--- src/attr_pkg.sv ---
`default_nettype none

package attr_pkg;

    ////////////////////////////////////////
    // Widths and pipeline shape
    ////////////////////////////////////////

    // One attribute word in signed fixed point
    localparam int ATTR_W = 32;

    // Screen coordinates are unsigned
    localparam int POS_W = 16;

    localparam int FB_INDEX_W = 32;

    // tex_s, tex_t, depth_z, color_r, color_g, color_b, color_a
    localparam int NUM_ATTRS = 7;

    // Register stages from an accepted pixel to the output
    localparam int INTERP_LATENCY = 3;

    // Enough bits to count every pixel that can be in flight
    localparam int PIXEL_CNT_W = $clog2(INTERP_LATENCY + 1);

    ////////////////////////////////////////
    // Shared types
    ////////////////////////////////////////

    // Base, increment or result of one channel
    typedef logic signed [ATTR_W-1:0] attr_t;

    // Index 0 is tex_s up to index 6 for color_a
    typedef attr_t [NUM_ATTRS-1:0] attr_vec_t;

    typedef logic [POS_W-1:0] screen_pos_t;

    typedef logic [FB_INDEX_W-1:0] fb_index_t;

    // Stream control that travels alongside the datapath
    typedef struct packed {
        logic valid;
        logic last;
    } stream_flags_t;

endpackage

`default_nettype wire

--- src/stage_delay.sv ---
`default_nettype none

module stage_delay import attr_pkg::*; #(
    parameter type payload_t = stream_flags_t,
    parameter int  DEPTH     = INTERP_LATENCY
) (
    input  wire      aclk,
    input  wire      arst_n,
    input  wire      advance,
    input  payload_t in,
    output payload_t out
);

    // Shift register, entry 0 is the newest value
    payload_t pipe [DEPTH];

    always_ff @(posedge aclk or negedge arst_n) begin
        if (!arst_n) begin
            for (int i = 0; i < DEPTH; i++) begin
                pipe[i] <= '0;
            end
        end else if (advance) begin
            // Bubbles shift along with real entries
            pipe[0] <= in;
            for (int i = 1; i < DEPTH; i++) begin
                pipe[i] <= pipe[i-1];
            end
        end
    end

    assign out = pipe[DEPTH-1];

endmodule

`default_nettype wire

--- src/interp_ctrl.sv ---
`default_nettype none

module interp_ctrl import attr_pkg::*; (
    input  wire  aclk,
    input  wire  arst_n,
    input  wire  s_tvalid,
    input  wire  s_tlast,
    output logic s_tready,
    input  wire  m_tready,
    output logic m_tvalid,
    output logic m_tlast,
    output logic advance,
    output logic pixel_in_pipeline
);

    stream_flags_t flags_in;
    stream_flags_t flags_out;

    logic accept;
    logic deliver;

    // Accepted pixels that have not been delivered yet
    logic [PIXEL_CNT_W-1:0] pixel_cnt;

    ////////////////////////////////////////
    // Handshake and stall
    ////////////////////////////////////////

    // Hold everything while the output is waiting on downstream
    assign advance  = !(m_tvalid && !m_tready);
    assign s_tready = advance;

    assign accept  = s_tvalid && s_tready;
    assign deliver = m_tvalid && m_tready;

    // An idle input cycle enters the chain as a bubble
    assign flags_in.valid = s_tvalid;
    assign flags_in.last  = s_tvalid && s_tlast;

    stage_delay #(
        .payload_t (stream_flags_t),
        .DEPTH     (INTERP_LATENCY)
    ) flag_delay_i (
        .aclk    (aclk),
        .arst_n  (arst_n),
        .advance (advance),
        .in      (flags_in),
        .out     (flags_out)
    );

    assign m_tvalid = flags_out.valid;
    assign m_tlast  = flags_out.last;

    ////////////////////////////////////////
    // Pixel tracking
    ////////////////////////////////////////

    always_ff @(posedge aclk or negedge arst_n) begin
        if (!arst_n) begin
            pixel_cnt <= '0;
        end else begin
            case ({accept, deliver})
                2'b10:   pixel_cnt <= pixel_cnt + 1'b1;
                2'b01:   pixel_cnt <= pixel_cnt - 1'b1;
                // Accept and delivery together leave the count unchanged
                default: pixel_cnt <= pixel_cnt;
            endcase
        end
    end

    assign pixel_in_pipeline = (pixel_cnt != '0);

endmodule

`default_nettype wire

--- config.mk ---
export PLATFORM = sky130hd
export DESIGN_NAME = interp_ctrl
export DESIGN_NICKNAME = d
export VERILOG_FILES = /design/src/attr_pkg.sv /design/src/stage_delay.sv /design/src/interp_ctrl.sv
export SDC_FILE = /design/constraint.sdc
export NUM_CORES = 1
export LEC_CHECK = 0
export ABC_AREA = 1
export BUFFER_PORTS_ARGS = -buffer_cell sky130_fd_sc_hd__buf_2
export CAP_MARGIN = 15
export CORE_MARGIN = 2
export CORE_UTILIZATION = 27
export DETAILED_ROUTE_END_ITERATION = 6
export SLEW_MARGIN = 20
export SYNTH_ARGS = -nofsm -noshare
export SYNTH_HDL_FRONTEND = slang
export SYNTH_HIERARCHICAL = 1
export SYNTH_SLANG_ARGS = --single-unit
--- constraint.sdc ---
create_clock -name aclk -period 3 [get_ports aclk]
set_input_delay 0.6 -clock aclk [delete_from_list [all_inputs] [get_ports aclk]]
set_output_delay 0.6 -clock aclk [all_outputs]
set_load 0.05 [all_outputs]
==> results.json <==
{
  "crit_path_start": "m_tready",
  "insertion_delay_ns": 0.25,
  "startpoint_type": "primary input",
  "reg2reg_slack_ns": 1.57,
  "cts_setup_buffers": 0,
  "globalplace.congestion": 0.692,
  "synth_area_sq_um": 389,
  "yosys_warnings": 6,
  "cts_made_buffers": 3,
  "cts-root-buf": "clkbuf_4",
  "cts_buffer_depth": 2,
  "synth_cell_types": 10,
  "start_util_pct": 29.5,
  "grt_pass1_wl_microns": 1090,
  "coreArea_sq_um": 1320,
  "dpl.hpwl_microns": 453,
  "viasPerCell": 4.16,
  "cts_htree_levels": 1,
  "grtUsageMet2_pct": 10.3,
  "post-route-drc-count": 0,
  "fin_util_pct": 34.4,
  "fin_crit_sh_pct": 62.7,
  "p_per_area_nw_per_um2": 1090,
  "r2r-end": "pixel_cnt[1]$_DFFE_PN0P_",
  "nFillCells": 143,
  "crit_fanout": 10,
  "tns_ns": 0,
  "hold_path_class": "in2async",
  "routedWlPerCell_microns": 8.43,
  "fp.dieW_microns": 42.0,
  "rr_worst_depth": 7,
  "routed_wl_microns": 624,
  "status": "finished, final reports clean",
  "place_worst_setup_slack_ns": 1.13,
  "cts-resized-gates": 0,
  "fmax_ghz": 0.531,
  "globalRouteMet3Util_pct": 3.91,
  "multi_input_area_sq_um": 136,
  "ys_ff_latch": 8,
  "maxSlewViolCount": 0,
  "grt_busiest_layer": "met1",
  "drt-pass1-iter-count": 4,
  "p_total_mw": 0.493,
  "grt_usage_pct": 8.84,
  "grt_setup_unrepaired": "no",
  "io_buffers": 9,
  "drive_gt1_share_pct": 25.4,
  "p_leak_nw": 0.278,
  "register_area_sq_um": 200,
  "floorplan.die.height_microns": 42.0,
  "ios": 10,
  "yosysSeqAreaShare_pct": 51.4,
  "met1_usage_pct": 11.0,
  "die_area_sq_um": 1760,
  "grt_max_degree": 11,
  "worst-setup-path-type": "in2out",
  "syn-num-nets": 56,
  "grt_pass1_vias": 255,
  "routed-via-count": 308,
  "row_count": 13,
  "cp-end-kind": "output port",
  "synth_area_per_cell_sq_um": 7.78,
  "overflow": 0,
  "cts_num_sinks": 8,
  "drt_iter0_markers": 10,
  "drv_cap": 0,
  "finalCriticalPeriod_ns": 1.88,
  "hold_violations": 0,
  "cts_tree": "yes",
  "ir_drop_mv": 0.284,
  "finalClockSkew_ns": 0.000559,
  "postRouteAntennaNets": 0,
  "reg2reg_from": "flag_delay_i/out[1]$_DFFE_PN0P_",
  "fin_nets": 67,
  "relSlewSlack_pct": 79.6,
  "setup_viol": 0,
  "antenna_found_initial": 0,
  "setup_slack_ns": 1.12,
  "arrival_ns": 1.28,
  "synthCells": 50,
  "worst-slew-pin-transition_ns": 0.305,
  "insertedDiodeCount": 0,
  "holdBufCountCts": 0,
  "critPathRequiredTime_ns": 2.40,
  "clk_pin_slew_worst_paths_ns": 0.05,
  "syn_to_final_growth_pct": 16.4
}
per-stage QoR:
stage                     cell area [sq um]  hold WS (ns)  std cells
after global placement                  430         0.448         71
after global routing                    453         0.181         74
after floorplan                         389         0.304         50
final                                   453         0.185         74
after CTS                               453         0.176         74
after detailed placement                430         0.453         71
state kept, by name, summed over array words and instances (netlist names):
signal             cells
flag_delay_i/out       2
flag_delay_i/pipe      4
pixel_cnt              2
final cells by class:
cell class	count	area share, %
clock buffers	3	4.97
multi-input cells	31	30.1
well taps	15	4.14
flip-flops and latches	8	44.2
repair buffers	9	9.94
inverters	8	6.63
synth_stat cells:
master   count  share of area, %
xnor2_1      1               2.3
nand4_1      1               1.6
nand2_1     26                25
nand2_2      1               1.6
inv_1        6               5.8
nand3_1      1               1.3
ha_1         1               3.2
dfrtp_1      8                51
inv_2        2               1.9
buf_4        3               5.8
cell families after synthesis:
group         after synthesis  synth area share (%)
xor+xnor                    1                  2.25
buf+inv                    11                  13.5
fa+ha+maj                   1                  3.21
flops                       8                  51.4
simple gates               29                  29.6
per-layer routing:
metal,share of wire [%],vias up
li1,-,164
met1,53,134
met2,39,8
met3,6.6,2
met4,1.1,0
met5,0,-
layout by cell type, fill, tap and decap left out, drive strengths merged:
cell type	Yosys	final
nand3	1	1
nand4	1	1
ha	1	1
buf	3	9
xnor2	1	1
nand2	27	27
clkbuf	0	3
inv	8	8
dfrtp	8	8
power breakdown:
part / total, mW / internal (mW) / switching (mW)
combinational: 0.235 / 0.0619 / 0.173
sequential: 0.176 / 0.150 / 0.0255
clock: 0.0824 / 0.0458 / 0.0366
total: 0.493 / 0.258 / 0.235
how the worst max path moves through the flow:
stage / cells past startpoint / end
detailed placement: 4 / advance
global placement: 4 / s_tready
global route: 4 / advance
floorplan: 3 / s_tready
CTS: 4 / advance
finish: 4 / advance
worst max-delay path, stage by stage:
cell	delay, ns
buf_2	0.09
inv_1	0.03
nand2_1	0.23
buf_2	0.33
Power figures use the tool's default switching activity.
