===== config.mk =====
export PLATFORM = sky130hd
export DESIGN_NAME = plane_eval
export DESIGN_NICKNAME = d
export VERILOG_FILES = /design/src/attr_pkg.sv /design/src/plane_eval.sv
export SDC_FILE = /design/constraint.sdc
export NUM_CORES = 2
export LEC_CHECK = 0
export BUFFER_PORTS_ARGS = -buffer_cell sky130_fd_sc_hd__buf_4
export CAP_MARGIN = 20
export CORE_ASPECT_RATIO = 1.75
export CORE_MARGIN = 4
export CORE_UTILIZATION = 61
export CTS_BUF_LIST = sky130_fd_sc_hd__clkbuf_2 sky130_fd_sc_hd__clkbuf_4 sky130_fd_sc_hd__clkbuf_8
export DETAILED_ROUTE_END_ITERATION = 16
export PLACE_DENSITY = 0.79
export SETUP_SLACK_MARGIN = 0.4
export SYNTH_ARGS = -nofsm -noshare
export SYNTH_HDL_FRONTEND = slang
export SYNTH_SLANG_ARGS = --single-unit

===== constraint.sdc =====
create_clock -name aclk -period 6.8 [get_ports aclk]
set_input_delay 0.34 -clock aclk [delete_from_list [all_inputs] [get_ports aclk]]
set_output_delay 0.34 -clock aclk [all_outputs]
set_load 0.005 [all_outputs]

===== src/attr_pkg.sv =====
`default_nettype none

package attr_pkg;

    ////////////////////////////////////////
    // Widths and pipeline shape
    ////////////////////////////////////////

    // One attribute word in signed fixed point
    localparam int ATTR_W = 32;

    // Screen coordinates are unsigned
    localparam int POS_W = 16;

    localparam int FB_INDEX_W = 32;

    // tex_s, tex_t, depth_z, color_r, color_g, color_b, color_a
    localparam int NUM_ATTRS = 7;

    // Register stages from an accepted pixel to the output
    localparam int INTERP_LATENCY = 3;

    // Enough bits to count every pixel that can be in flight
    localparam int PIXEL_CNT_W = $clog2(INTERP_LATENCY + 1);

    ////////////////////////////////////////
    // Shared types
    ////////////////////////////////////////

    // Base, increment or result of one channel
    typedef logic signed [ATTR_W-1:0] attr_t;

    // Index 0 is tex_s up to index 6 for color_a
    typedef attr_t [NUM_ATTRS-1:0] attr_vec_t;

    typedef logic [POS_W-1:0] screen_pos_t;

    typedef logic [FB_INDEX_W-1:0] fb_index_t;

    // Stream control that travels alongside the datapath
    typedef struct packed {
        logic valid;
        logic last;
    } stream_flags_t;

endpackage

`default_nettype wire


===== src/plane_eval.sv =====
`default_nettype none

module plane_eval import attr_pkg::*; (
    input  wire         aclk,
    input  wire         arst_n,
    input  wire         advance,
    input  screen_pos_t pos_x,
    input  screen_pos_t pos_y,
    input  attr_t       base,
    input  attr_t       inc_x,
    input  attr_t       inc_y,
    output attr_t       result
);

    // Coordinates widened to attribute width, always non-negative
    attr_t pos_x_ext;
    attr_t pos_y_ext;

    // Stage 1
    attr_t prod_x_s1;
    attr_t prod_y_s1;
    attr_t base_s1;

    // Stage 2
    attr_t prod_sum_s2;
    attr_t base_s2;

    assign pos_x_ext = {{(ATTR_W - POS_W){1'b0}}, pos_x};
    assign pos_y_ext = {{(ATTR_W - POS_W){1'b0}}, pos_y};

    ////////////////////////////////////////
    // Stage 1 multiply
    ////////////////////////////////////////

    // Only the low 32 bits of each product are kept
    always_ff @(posedge aclk or negedge arst_n) begin
        if (!arst_n) begin
            prod_x_s1 <= '0;
            prod_y_s1 <= '0;
            base_s1   <= '0;
        end else if (advance) begin
            prod_x_s1 <= inc_x * pos_x_ext;
            prod_y_s1 <= inc_y * pos_y_ext;
            base_s1   <= base;
        end
    end

    ////////////////////////////////////////
    // Stage 2 and 3 accumulate
    ////////////////////////////////////////

    always_ff @(posedge aclk or negedge arst_n) begin
        if (!arst_n) begin
            prod_sum_s2 <= '0;
            base_s2     <= '0;
        end else if (advance) begin
            prod_sum_s2 <= prod_x_s1 + prod_y_s1;
            base_s2     <= base_s1;
        end
    end

    // Final sum wraps modulo 2^32
    always_ff @(posedge aclk or negedge arst_n) begin
        if (!arst_n) begin
            result <= '0;
        end else if (advance) begin
            result <= prod_sum_s2 + base_s2;
        end
    end

endmodule

`default_nettype wire


==> results.py <==
metrics = {
    "worst_setup_path": {
        "worstPathCellList": "buf_4, and2_1, fa_1, inv_1, fa_1, fa_1, fa_1, inv_1, fa_1, inv_1, fa_1, inv_1, ha_1, inv_1, o22ai_1, a211o_1, a22oi_1, o21ai_1, a211oi_1, o31ai_1, xnor2_1, mux2_2",
        "r2r-start": "prod_sum_s2[1]",
        "path_depth": 22,
        "reg2reg_to": "result[27]",
        "rrSetupSlack_ns": 3.76,
        "required_ns": 7.20,
        "max_stage_delay_ns": 0.55,
        "worstPathArrival_ns": 6.35,
        "cpMostUsedCell": "fa_1",
        "reg2reg_depth": 10,
        "worstSetupEndpointType": "register",
        "critPathMaxFanout": 27,
        "critPathKind": "in2reg",
        "path_delay_family": "adder cells",
        "crit_buf_inv": 6,
        "crit_start": "pos_y[5]",
        "start_kind": "input pin",
        "crit_path_end": "prod_y_s1[31]",
        "critPathSlowestCell": "fa_1",
    },
    "synthesis": {
        "synth_edf_count": 0,
        "syn_avg_cell_area_sq_um": 9.197,
        "ys_ff_latch": 192,
        "synth_cells": 3656,
        "ys_types": 78,
        "ys_dominant_reg_cell": "dfrtp_1",
        "yosysTopAreaCellShare_pct": 36.32,
        "async_flop_share_pct": 100.0,
        "netlist_area_sq_um": 33630,
        "yosys-top-cells-area": "fa_1, dfrtp_1, inv_1, ha_1, nand2_1",
        "synth.yosys.seq_area_share_pct": 14.29,
        "synthTopCellsByCount": "inv_1, fa_1, nand2_1",
        "synth.most_common_cell": "inv_1",
        "synth_largest_area_cell": "fa_1",
        "syn_nets": 4623,
        "ys_warn_count": 0,
    },
    "clocking": {
        "cts.path.max_buffers": 2,
        "ctsHoldBuffers": 1,
        "cts.htree.levels": 4,
        "clk_pin_slew_worst_paths_ns": 0.10,
        "cts_made_buffers": 17,
        "cts-root-buf": "clkbuf_8",
        "clock_latency_ns": 0.50,
        "cts_setup_buffers": 0,
        "cts-resized-gates": 0,
        "cts.sinks": 192,
        "cts_tree": "yes",
    },
    "timing": {
        "rsz0062_at_grt": "false",
        "worst_pin_slew_ns": 0.9758,
        "maxClockFrequency_mhz": 167.9,
        "finalHoldViolCount": 0,
        "final.setup_skew_ns": 0.01057,
        "fin_crit_ns": 5.956,
        "tns_ns": 0,
        "drv_slew": 0,
        "slew_headroom_pct": 34.95,
        "setup_violations": 0,
        "finalCritPeriodShare_pct": 87.59,
    },
    "finish": {
        "nets": 4661,
        "drive_gt1_share_pct": 9.792,
        "ff_latch_area_sq_um": 4805,
        "nFillCells": 4449,
        "syn_to_final_growth_pct": 5.939,
        "multi_input_area_sq_um": 25210,
        "diodes": 0,
    },
    "flow_run": {
        "max_cap_viol_count": 0,
    },
    "route": {
        "avgRoutedWirePerCell_microns": 19.11,
        "via_per_inst": 5.730,
        "wl_mm": 84.04,
        "drt_pass1_iterations": 6,
        "drc_errors": 0,
        "vias": 25190,
        "drtIter0Drc": 1511,
        "ant_nets": 0,
    },
    "worst_hold_path": {
        "hp-class": "in2reg",
    },
    "floorplan": {
        "rows": 113,
        "io_pins": 163,
        "chipHeight_microns": 318.6,
        "dieArea_sq_um": 59090,
        "fp.dieW_microns": 185.5,
        "start_util_pct": 61.77,
        "core_region_area_sq_um": 54430,
    },
    "global_routing": {
        "grt_pass1_wl_mm": 137.5,
        "grt_overflow_total": 0,
        "grt_max_degree": 126,
        "antenna_found_initial": 0,
        "grt_pass1_vias": 27380,
        "track_usage_pct": 29.53,
    },
    "place": {
        "dp_hpwl_mm": 67.75,
        "portBuffers": 162,
        "place_congestion": 0.9328,
    },
    "status": {
        "status": "finished, final reports clean",
    },
}
[state kept, by name (all words and copies together) (netlist names)]
| name | flops |
|---|---|
| prod_x_s1 | 32 |
| result | 32 |
| prod_y_s1 | 32 |
| base_s2 | 32 |
| prod_sum_s2 | 32 |
| base_s1 | 32 |
[stage by stage]
stage | std cells | cell area [sq um] | hold slack, ns | util [%] | setup WS, ns
after global placement | 4364 | 35200 | 0.4727 | 64.67 | 0.4203
after detailed placement | 4364 | 35200 | 0.4781 | 64.67 | 0.3816
final | 4397 | 35620 | 0.06731 | 65.44 | 0.8442
after floorplan | 3656 | 33630 | 0.04441 | - | 0.6557
after CTS | 4397 | 35620 | 0.03236 | 65.44 | 0.9311
after global routing | 4397 | 35620 | 0.04426 | 65.44 | 0.5662
[worst register-to-register path, cell delays in order (launching register included)]
cell      delay [ns]
dfrtp_1         0.39
ha_1            0.32
a211oi_1        0.38
o21ai_1         0.18
a211oi_2        0.35
nor2_1          0.13
a31o_2          0.30
a31oi_2         0.35
o31ai_2         0.14
xnor2_1         0.13
mux2_2          0.26
[worst min-delay path by stage]
stage | slack (ns) | from | cells after the start | endpoint
floorplan | 0.04 | arst_n | 0 | base_s1[0]
global placement | 0.47 | result[8] | 1 | result[8]
detailed placement | 0.48 | prod_sum_s2[4] | 1 | prod_sum_s2[4]
CTS | 0.03 | base[13] | 2 | base_s1[13]
global route | 0.04 | base[11] | 2 | base_s1[11]
finish | 0.07 | base[13] | 2 | base_s1[13]
[cell usage in the layout (no fill, tap or decap), types with 18 or more instances in the layout]
cell        n
a21o_1     47
a21oi_1    92
and2_1    310
buf_4     167
clkbuf_8   20
dfrtp_1   192
fa_1      610
ha_1      226
inv_1     809
mux2_2    142
nand2_1   541
nand3_1    26
nor2_1     49
nor2b_1    18
nor3_1     18
o21a_1     20
o21ai_0    44
o21ai_1    21
xnor2_1   111
xor2_1     31
[area by class of cell]
class,instances,area share [%]
multi-input cells,2503,70.78
flip-flops and latches,192,13.49
inverters,810,8.535
repair buffers,170,3.625
well taps,690,2.424
clock buffers,18,0.6954
clock inverters,14,0.4566
[per-layer routing]
layer | global-route usage (%) | vias to the layer above | wire [microns]
li1 | - | 11170 | -
met1 | 31.88 | 12670 | 28060
met2 | 54.01 | 970 | 45160
met3 | 3.200 | 390 | 4219
met4 | 18.46 | 0 | 6596
met5 | 0 | - | 0
[cell families after synthesis]
group,Yosys count,synth area share (%)
fa+ha+maj,836,44.73
compound gates,354,7.048
simple gates,1025,14.63
xor+xnor,142,3.699
mux,146,4.878
flops,192,14.29
buf+inv,961,10.73
Power is not shown: default switching activity piles up to over one toggle a cycle in this logic, so the estimate is an artifact.
