===== src/attr_pkg.sv =====
`default_nettype none

package attr_pkg;

    ////////////////////////////////////////
    // Widths and pipeline shape
    ////////////////////////////////////////

    // One attribute word in signed fixed point
    localparam int ATTR_W = 32;

    // Screen coordinates are unsigned
    localparam int POS_W = 16;

    localparam int FB_INDEX_W = 32;

    // tex_s, tex_t, depth_z, color_r, color_g, color_b, color_a
    localparam int NUM_ATTRS = 7;

    // Register stages from an accepted pixel to the output
    localparam int INTERP_LATENCY = 3;

    // Enough bits to count every pixel that can be in flight
    localparam int PIXEL_CNT_W = $clog2(INTERP_LATENCY + 1);

    ////////////////////////////////////////
    // Shared types
    ////////////////////////////////////////

    // Base, increment or result of one channel
    typedef logic signed [ATTR_W-1:0] attr_t;

    // Index 0 is tex_s up to index 6 for color_a
    typedef attr_t [NUM_ATTRS-1:0] attr_vec_t;

    typedef logic [POS_W-1:0] screen_pos_t;

    typedef logic [FB_INDEX_W-1:0] fb_index_t;

    // Stream control that travels alongside the datapath
    typedef struct packed {
        logic valid;
        logic last;
    } stream_flags_t;

endpackage

`default_nettype wire


===== src/stage_delay.sv =====
`default_nettype none

module stage_delay import attr_pkg::*; #(
    parameter type payload_t = stream_flags_t,
    parameter int  DEPTH     = INTERP_LATENCY
) (
    input  wire      aclk,
    input  wire      arst_n,
    input  wire      advance,
    input  payload_t in,
    output payload_t out
);

    // Shift register, entry 0 is the newest value
    payload_t pipe [DEPTH];

    always_ff @(posedge aclk or negedge arst_n) begin
        if (!arst_n) begin
            for (int i = 0; i < DEPTH; i++) begin
                pipe[i] <= '0;
            end
        end else if (advance) begin
            // Bubbles shift along with real entries
            pipe[0] <= in;
            for (int i = 1; i < DEPTH; i++) begin
                pipe[i] <= pipe[i-1];
            end
        end
    end

    assign out = pipe[DEPTH-1];

endmodule

`default_nettype wire


===== config.mk =====
export PLATFORM = sky130hd
export DESIGN_NAME = stage_delay
export DESIGN_NICKNAME = d
export VERILOG_FILES = /design/src/attr_pkg.sv /design/src/stage_delay.sv
export SDC_FILE = /design/constraint.sdc
export NUM_CORES = 1
export LEC_CHECK = 0
export BUFFER_PORTS_ARGS = -buffer_cell sky130_fd_sc_hd__clkbuf_2
export CORE_AREA = 10 10 47 49
export DETAILED_ROUTE_END_ITERATION = 10
export DIE_AREA = 0 0 57 59
export PLACE_DENSITY = 0.5
export SYNTH_ARGS = -nofsm -noshare
export SYNTH_HDL_FRONTEND = slang
export SYNTH_SLANG_ARGS = --single-unit
export TNS_END_PERCENT = 1

===== constraint.sdc =====
create_clock -name aclk -period 0.8 [get_ports aclk]
set_input_delay 0.04 -clock aclk [delete_from_list [all_inputs] [get_ports aclk]]
set_output_delay 0.04 -clock aclk [all_outputs]
set_load 0.1 [all_outputs]

==> flow_summary.yaml, run 1 <==
clock_network:
  ctsLongestPathBuffers: 2
  tritoncts: "done"
  clock-root-buffer: "clkbuf_4"
  clk_pin_slew_ns: 0.05
  clk_latency_ns: 0.24
  cts_sinks: 6
  numCtsBuffers: 3
  htreeDepth: 1
floorplanning:
  dieArea_um2: 3360
  start_util_pct: 19.0
  fp.dieH_um: 59
  dieWidth_um: 57
  io_pins: 7
  core-area_um2: 1400
  row_count: 14
placement:
  dp.cells: 36
  gp_congestion: 0.572
  io_buffer_count: 6
drt:
  wl_per_cell_um: 10.8
  dr_total_vias: 155
  drtPass1Iterations: 1
  dr.first_iter.drc_count: 0
  final_antenna_net_count: 0
  drt_wl_total_um: 455
  remaining_drc_errors: 0
  routed_via_density: 3.69
cells_and_area:
  fin_util_pct: 27.9
  antenna_cells: 0
  fin_cells: 42
  fillers: 148
  area_growth_pct: 46.5
  drive_above_1_share_pct: 73.1
  multi_input_area_um2: 90.1
  finalNetCount: 33
  seq_area_um2: 150
timing:
  fmax_ghz: 1.06
  hold_viol: 0
  holdWs_ns: 0.0341
  min_period_ns: 0.944
  tightest_slew_ns: 0.206
  relSlewSlack_pct: 86.3
  setup_viol: 4
  finalClockSkew_ns: 0.00812
  final_max_slew_viol_count: 0
  min_period_over_period_pct: 118
  rsz0062_at_grt: "true"
  layout_setup_ws_ns: -0.144
power:
  cellPowerDensity_nw_per_um2: 2740
  p_comb_share_pct: 39.2
  clkPwrFrac_pct: 25.4
  sw_frac_of_total_pct: 31.6
  netSwitchingPower_mw: 0.338
  intPower_mw: 0.730
  leakage_nw: 0.195
  seq_power_share_pct: 35.5
  vdd_drop_max_mv: 1.12
grt:
  grt_pass1_wl_um: 814
  grt_max_degree: 7
  gr-total-overflow: 0
  grt_pass1_vias: 189
  track_usage_pct: 3.68
  grt_antenna_before_repair: 0
synthesis:
  avgSynthCellArea_um2: 17.8
  synthTopCellsByCount: "dfrtp_1 (6), mux2_4 (6), buf_4 (2)"
  synth_seq_area_share_pct: 56.3
  async_flop_share_pct: 100
  syn-cell-area_um2: 267
  syn-num-nets: 20
  ys_warn_count: 0
  syn_inst: 15
  ys_types: 4
  synth_edf_count: 0
  synth_area_leaders: "dfrtp_1 (56%), mux2_4 (34%), buf_4 (5.6%)"
  synth.top_cell.area_share_pct: 56.3
  ys.flop_type: "dfrtp_1"
  synth_largest_area_cell: "dfrtp_1"
  ys_ff_latch: 6
outcome:
  failed_checks: "setup timing"
  status: "complete, but fails checks"
setup_path:
  cp_max_fo: 2
  slowest_stage: "dfrtp_1"
  worst_ep_arrival_time_ns: 0.90
  crit_family: "flip-flops"
  crit_chain: "buf_6 -> buf_12"
  worstSetupPathType: "flip-flop to output port"
  crit_path_end_kind: "output port"
  path_buf_inv: 2
  worstPathRequired_ns: 0.76
  startpoint_type: "flip-flop"
  slowest_delay_ns: 0.38
hold_path:
  hp-class: "primary input to flip-flop"
run:
  max-cap-violations: 0
-- logic make-up after synthesis --
kind of cell,count (synthesis),share of synthesized area (%)
DFF,6,56.3
buffers and inverters,3,9.86
muxes,6,33.8
-- cell usage in the layout (no fill, tap or decap) --
cell / instances
dfrtp_1: 6
buf_6: 2
clkbuf_2: 4
clkbuf_4: 3
mux2_4: 6
dlygate4sd3_1: 1
buf_12: 2
buf_4: 2
-- worst reg2reg max path, stage by stage, from the launching register on --
cell and delay (ns):
dfrtp_1 0.38, buf_4 0.13, mux2_4 0.25
-- worst paths after layout --
| path | to | from | slack, ns | cells after the start |
|---|---|---|---|---|
| min in group asynchronous | out[1]$_DFFE_PN0P_ | arst_n | 0.17 | 2 |
| worst max-delay path | out[1] | out[1]$_DFFE_PN0P_ | -0.14 | 2 |
| worst max register to register | out[1]$_DFFE_PN0P_ | out[1]$_DFFE_PN0P_ | -0.09 | 2 |
| worst min register to register | out[1]$_DFFE_PN0P_ | pipe[3]$_DFFE_PN0P_ | 0.50 | 1 |
| max in group asynchronous | pipe[5]$_DFFE_PN0P_ | arst_n | 0.48 | 2 |
| worst min-delay path | pipe[4]$_DFFE_PN0P_ | in[0] | 0.03 | 2 |
-- area by class of cell --
cell class,count,area share [%]
clock buffers,3,5.77
repair buffers,11,27.6
multi-input cells,6,23.1
well taps,16,5.13
flip-flops and latches,6,38.5
-- flip-flops by register name, indices dropped and copies added (netlist names) --
| name | flops |
|---|---|
| out | 2 |
| pipe | 4 |
-- stage by stage --
stage / setup TNS (ns) / total power [mW] / worst slack, ns / instance area, µm²
after floorplan: 0 / 0.636 / 0.0706 / 267
after global placement: 0 / 0.748 / 0.0590 / 335
after detailed placement: 0 / 0.758 / 0.0316 / 335
after CTS: -0.480 / 1.09 / -0.159 / 390
after global routing: -0.601 / 1.14 / -0.190 / 390
final: -0.452 / 1.07 / -0.144 / 390
-- power groups by stage --
stage          clock network (mW)  logic (mW)  registers, mW
2_1_floorplan                   0       0.265          0.372
3_3_place_gp                    0       0.371          0.377
3_5_place_dp                    0       0.377          0.381
4_1_cts                     0.288       0.424          0.378
5_1_grt                     0.323       0.435          0.384
6_report                    0.271       0.418          0.379
-- routing by layer --
layer | vias up | part of all wire [%] | track usage [%] | wire, µm
met4 | 0 | 0 | 4.03 | 0
met1 | 73 | 44 | 3.35 | 201
met2 | 11 | 40 | 3.72 | 183
met3 | 0 | 15 | 4.51 | 70
li1 | 71 | - | - | -
met5 | - | 0 | 0 | 0
-- timing repair --
item                       in CTS  in global routing
setup buffers                   2                  0
hold buffers                    1                  0
cloned                          0                  0
hold endpoints to repair        6                  0
setup endpoints to repair       2                  4
gates resized for setup         2                  0
(Power assumes the default switching activity.)
==> inputs of run 2 (changes only) <==
--- a/config.mk
+++ b/config.mk
@@ -6,9 +6,9 @@
 export NUM_CORES = 1
 export LEC_CHECK = 0
 export BUFFER_PORTS_ARGS = -buffer_cell sky130_fd_sc_hd__clkbuf_2
-export CORE_AREA = 10 10 47 49
+export CORE_AREA = 2 2 39 41
 export DETAILED_ROUTE_END_ITERATION = 10
-export DIE_AREA = 0 0 57 59
+export DIE_AREA = 0 0 41 43
 export PLACE_DENSITY = 0.5
 export SYNTH_ARGS = -nofsm -noshare
 export SYNTH_HDL_FRONTEND = slang
==> flow_summary.yaml, run 2 (synthesis results as in run 1) <==
outcome:
  status: "complete, but fails checks"
  failed_checks: "setup timing"
drt:
  routed_via_density: 3.69
  remaining_drc_errors: 0
  final_antenna_net_count: 0
  dr.first_iter.drc_count: 0
  dr_total_vias: 155
  wl_per_cell_um: 9.55
  drtPass1Iterations: 1
  drt_wl_total_um: 401
setup_path:
  worstPathRequired_ns: 0.76
  worstSetupPathType: "flip-flop to output port"
  crit_path_end_kind: "output port"
  crit_chain: "buf_6 -> buf_12"
  slowest_stage: "dfrtp_1"
  slowest_delay_ns: 0.38
  cp_max_fo: 2
  worst_ep_arrival_time_ns: 0.90
  startpoint_type: "flip-flop"
timing:
  hold_viol: 0
  min_period_ns: 0.938
  tightest_slew_ns: 0.209
  layout_setup_ws_ns: -0.138
  setup_viol: 4
  fmax_ghz: 1.07
  setup_tns_ns: -0.446
  relSlewSlack_pct: 86.1
  rsz0062_at_grt: "true"
  finalClockSkew_ns: 0.00355
  min_period_over_period_pct: 117
  final_max_slew_viol_count: 0
cells_and_area:
  largest_register_ffs: 4
  finalNetCount: 33
  area_growth_pct: 46.5
  antenna_cells: 0
  final_cell_mix: "mux2_4 (6), dfrtp_1 (6), clkbuf_2 (4)"
  regMostFlops: "pipe"
  drive_above_1_share_pct: 73.1
  fin_util_pct: 28.2
clock_network:
  clock-root-buffer: "clkbuf_4"
  tritoncts: "done"
  clk_latency_ns: 0.24
  htreeDepth: 1
  numCtsBuffers: 3
  ctsLongestPathBuffers: 2
  cts_sinks: 6
  clk_pin_slew_ns: 0.05
placement:
  io_buffer_count: 6
  gp_congestion: 0.624
  place_ws_ns: 0.0393
run:
  max-cap-violations: 0
grt:
  grt_pass1_vias: 170
  grt_max_degree: 7
  grt_antenna_before_repair: 0
  track_usage_pct: 6.69
  gr-total-overflow: 0
  grt_pass1_wl_um: 669
floorplanning:
  core-area_um2: 1380
  start_util_pct: 19.3
  row_count: 14
  dieWidth_um: 41
  io_pins: 7
  fp.dieH_um: 43
  dieArea_um2: 1760
power:
  clkPwrFrac_pct: 25.4
  cellPowerDensity_nw_per_um2: 2740
  p_comb_share_pct: 39.0
  sw_frac_of_total_pct: 31.7
  seq_power_share_pct: 35.6
  netSwitchingPower_mw: 0.339
  leakage_nw: 0.195
  vdd_drop_max_mv: 0.719
  intPower_mw: 0.730
hold_path:
  hp-class: "primary input to flip-flop"
==> run 2: cell counts in the layout (fill, tap and decap cells not counted) <==
No cell type changed its count.
==> run 2: metal layers <==
metal	share of wire, %	GRT usage (%)	wire length, µm	up-vias
met5	0	0	0	-
met4	0	8.00	0	0
met3	10	4.71	40	0
met2	44	7.81	176	7
met1	46	6.62	183	78
li1	-	-	-	70
==> run 2: worst paths after layout <==
path / slack (ns) / cells after the start / startpoint / endpoint
worst max register to register: -0.09 / 2 / out[0]$_DFFE_PN0P_ / out[0]$_DFFE_PN0P_
min in group asynchronous: 0.17 / 2 / arst_n / out[0]$_DFFE_PN0P_
worst min-delay path: 0.03 / 2 / in[0] / pipe[4]$_DFFE_PN0P_
worst min register to register: 0.52 / 1 / pipe[2]$_DFFE_PN0P_ / out[0]$_DFFE_PN0P_
worst max-delay path: -0.14 / 2 / out[0]$_DFFE_PN0P_ / out[0]
max in group asynchronous: 0.48 / 2 / arst_n / pipe[5]$_DFFE_PN0P_
==> run 2: final cells by class <==
cell class	instances	area (µm²)
Fill cell	146	993
Tap cell	16	20.0
Sequential cell	6	150
Clock buffer	3	22.5
Timing Repair Buffer	11	108
Multi-Input combinational cell	6	90.1
==> run 2: through the flow <==
| step | cells | hold WS [ns] | power, mW | instance area [µm²] |
|---|---|---|---|---|
| floorplan | 15 | -0.256 | 0.636 | 267 |
| detailed placement | 36 | -0.129 | 0.753 | 335 |
| finish | 42 | 0.0305 | 1.07 | 390 |
| global placement | 36 | -0.134 | 0.747 | 335 |
| CTS | 42 | 0.0233 | 1.09 | 390 |
| global route | 42 | 0.0348 | 1.12 | 390 |
==> run 2: critical path: cells and delay by family, from the launching register on <==
| family | cells | cell delay [ns] |
|---|---|---|
| buffers and inverters | 2 | 0.27 |
| flip-flops | 1 | 0.38 |
==> run 2: repair_timing <==
item,4_1_cts,5_1_grt
setup endpoints to repair,2,4
cloned,0,0
hold buffers,1,0
setup buffers,2,0
gates resized for setup,2,0
endpoints found under the hold margin,6,0
==> run 2: power by group through the flow <==
stage	clock, mW	combinational, mW	sequential [mW]
after floorplan	0	0.265	0.372
after global placement	0	0.369	0.377
after detailed placement	0	0.373	0.380
after CTS	0.290	0.420	0.378
after global routing	0.297	0.434	0.387
final	0.272	0.417	0.380
==> inputs of run 3 (changes only) <==
--- a/config.mk
+++ b/config.mk
@@ -6,10 +6,12 @@
 export NUM_CORES = 1
 export LEC_CHECK = 0
 export BUFFER_PORTS_ARGS = -buffer_cell sky130_fd_sc_hd__clkbuf_2
+export CELL_PAD_IN_SITES_DETAIL_PLACEMENT = 0
+export CELL_PAD_IN_SITES_GLOBAL_PLACEMENT = 1
 export CORE_AREA = 2 2 39 41
 export DETAILED_ROUTE_END_ITERATION = 10
 export DIE_AREA = 0 0 41 43
-export PLACE_DENSITY = 0.5
+export PLACE_DENSITY = 0.55
 export SYNTH_ARGS = -nofsm -noshare
 export SYNTH_HDL_FRONTEND = slang
 export SYNTH_SLANG_ARGS = --single-unit
==> flow_summary.yaml, run 3 (synthesis results as in run 1) <==
timing:
  fmax_ghz: 1.07
  setup_tns_ns: -0.432
  layout_setup_ws_ns: -0.136
  finalClockSkew_ns: 0.000130
  hold_viol: 0
  rsz0062_at_grt: "true"
  setup_viol: 4
  min_period_ns: 0.936
  tightest_slew_ns: 0.206
  final_max_slew_viol_count: 0
  holdWs_ns: 0.0259
  min_period_over_period_pct: 117
  relSlewSlack_pct: 86.2
power:
  cellPowerDensity_nw_per_um2: 2740
  leakage_nw: 0.195
  vdd_drop_max_mv: 0.651
  total_power_mw: 1.07
outcome:
  failed_checks: "setup timing"
  status: "complete, but fails checks"
drt:
  routed_via_density: 3.36
  final_antenna_net_count: 0
  remaining_drc_errors: 0
  drtPass1Iterations: 2
  wl_per_cell_um: 8.62
  dr.first_iter.drc_count: 1
  drt_wl_total_um: 362
  dr_total_vias: 141
floorplanning:
  fp.dieH_um: 43
  io_pins: 7
  core-area_um2: 1380
  dieWidth_um: 41
  dieArea_um2: 1760
  row_count: 14
  start_util_pct: 19.3
setup_path:
  slowest_delay_ns: 0.38
  cp_max_fo: 2
  crit_chain: "buf_6 -> buf_12"
  startpoint_type: "flip-flop"
  slowest_stage: "dfrtp_1"
  worstPathRequired_ns: 0.76
  crit_path_end_kind: "output port"
  worst_ep_arrival_time_ns: 0.90
  worstSetupPathType: "flip-flop to output port"
hold_path:
  hp-class: "primary input to flip-flop"
grt:
  gr-total-overflow: 0
  grt_antenna_before_repair: 0
  grt_pass1_wl_um: 621
  track_usage_pct: 6.27
  grt_max_degree: 7
  grt_pass1_vias: 160
placement:
  gp_congestion: 0.567
  dpl-instance-area_um2: 335
  io_buffer_count: 6
cells_and_area:
  finalNetCount: 33
  largest_register_ffs: 4
  postLayoutCellArea_um2: 390
  drive_above_1_share_pct: 73.1
  final_cell_mix: "mux2_4 (6), dfrtp_1 (6), clkbuf_2 (4)"
  regMostFlops: "pipe"
  antenna_cells: 0
  area_growth_pct: 46.5
clock_network:
  htreeDepth: 1
  clk_pin_slew_ns: 0.05
  cts_sinks: 6
  clk_latency_ns: 0.24
  ctsLongestPathBuffers: 2
  clock-root-buffer: "clkbuf_4"
  numCtsBuffers: 3
  tritoncts: "done"
run:
  max-cap-violations: 0
## run 3: timing repair
item | in CTS | in global routing
endpoints found under the setup margin | 2 | 4
gates resized for setup | 2 | 0
buffers inserted | 2 | 0
hold endpoints to repair | 6 | 0
hold buffers | 1 | 0
## run 3: per-layer routing
metal,GRT usage [%],up-vias,part of all wire [%]
li1,-,71,-
met1,8.22,63,53
met2,5.00,7,36
met3,4.71,0,10
met4,8.00,0,0
met5,0,-,0
## run 3: worst paths after layout
kind,start,to,slack [ns],cells after the start
min,in[0],pipe[4]$_DFFE_PN0P_,0.03,2
max reg2reg,out[1]$_DFFE_PN0P_,out[1]$_DFFE_PN0P_,-0.08,2
min reg2reg,pipe[5]$_DFFE_PN0P_,pipe[5]$_DFFE_PN0P_,0.51,1
max,out[0]$_DFFE_PN0P_,out[0],-0.14,2
min in group asynchronous,arst_n,pipe[4]$_DFFE_PN0P_,0.16,2
max in group asynchronous,arst_n,pipe[3]$_DFFE_PN0P_,0.49,2
## run 3: layout make-up
| type | count | area, µm² |
|---|---|---|
| clock buffer | 3 | 22.5 |
| multi-input combinational | 6 | 90.1 |
| timing repair buffer | 11 | 108 |
| tap | 16 | 20.0 |
| fill | 138 | 993 |
| sequential | 6 | 150 |
## run 3: power by group
group	internal, mW	leakage (nW)	switching [mW]
Sequential	0.350	0.0704	0.0273
Combinational	0.210	0.111	0.205
Clock	0.170	0.0138	0.108
Total	0.730	0.195	0.340
## run 3: critical path: cells and delay by family (launching register included)
family | cells | cell delay (ns)
buf+inv | 2 | 0.27
flops | 1 | 0.38
## run 3: stage by stage
step | setup WS [ns] | instances | utilization [%]
after global placement | 0.0581 | 36 | 24.2
final | -0.136 | 42 | 28.2
after floorplan | 0.0706 | 15 | -
after detailed placement | 0.0455 | 36 | 24.2
after CTS | -0.143 | 42 | 28.2
after global routing | -0.171 | 42 | 28.2
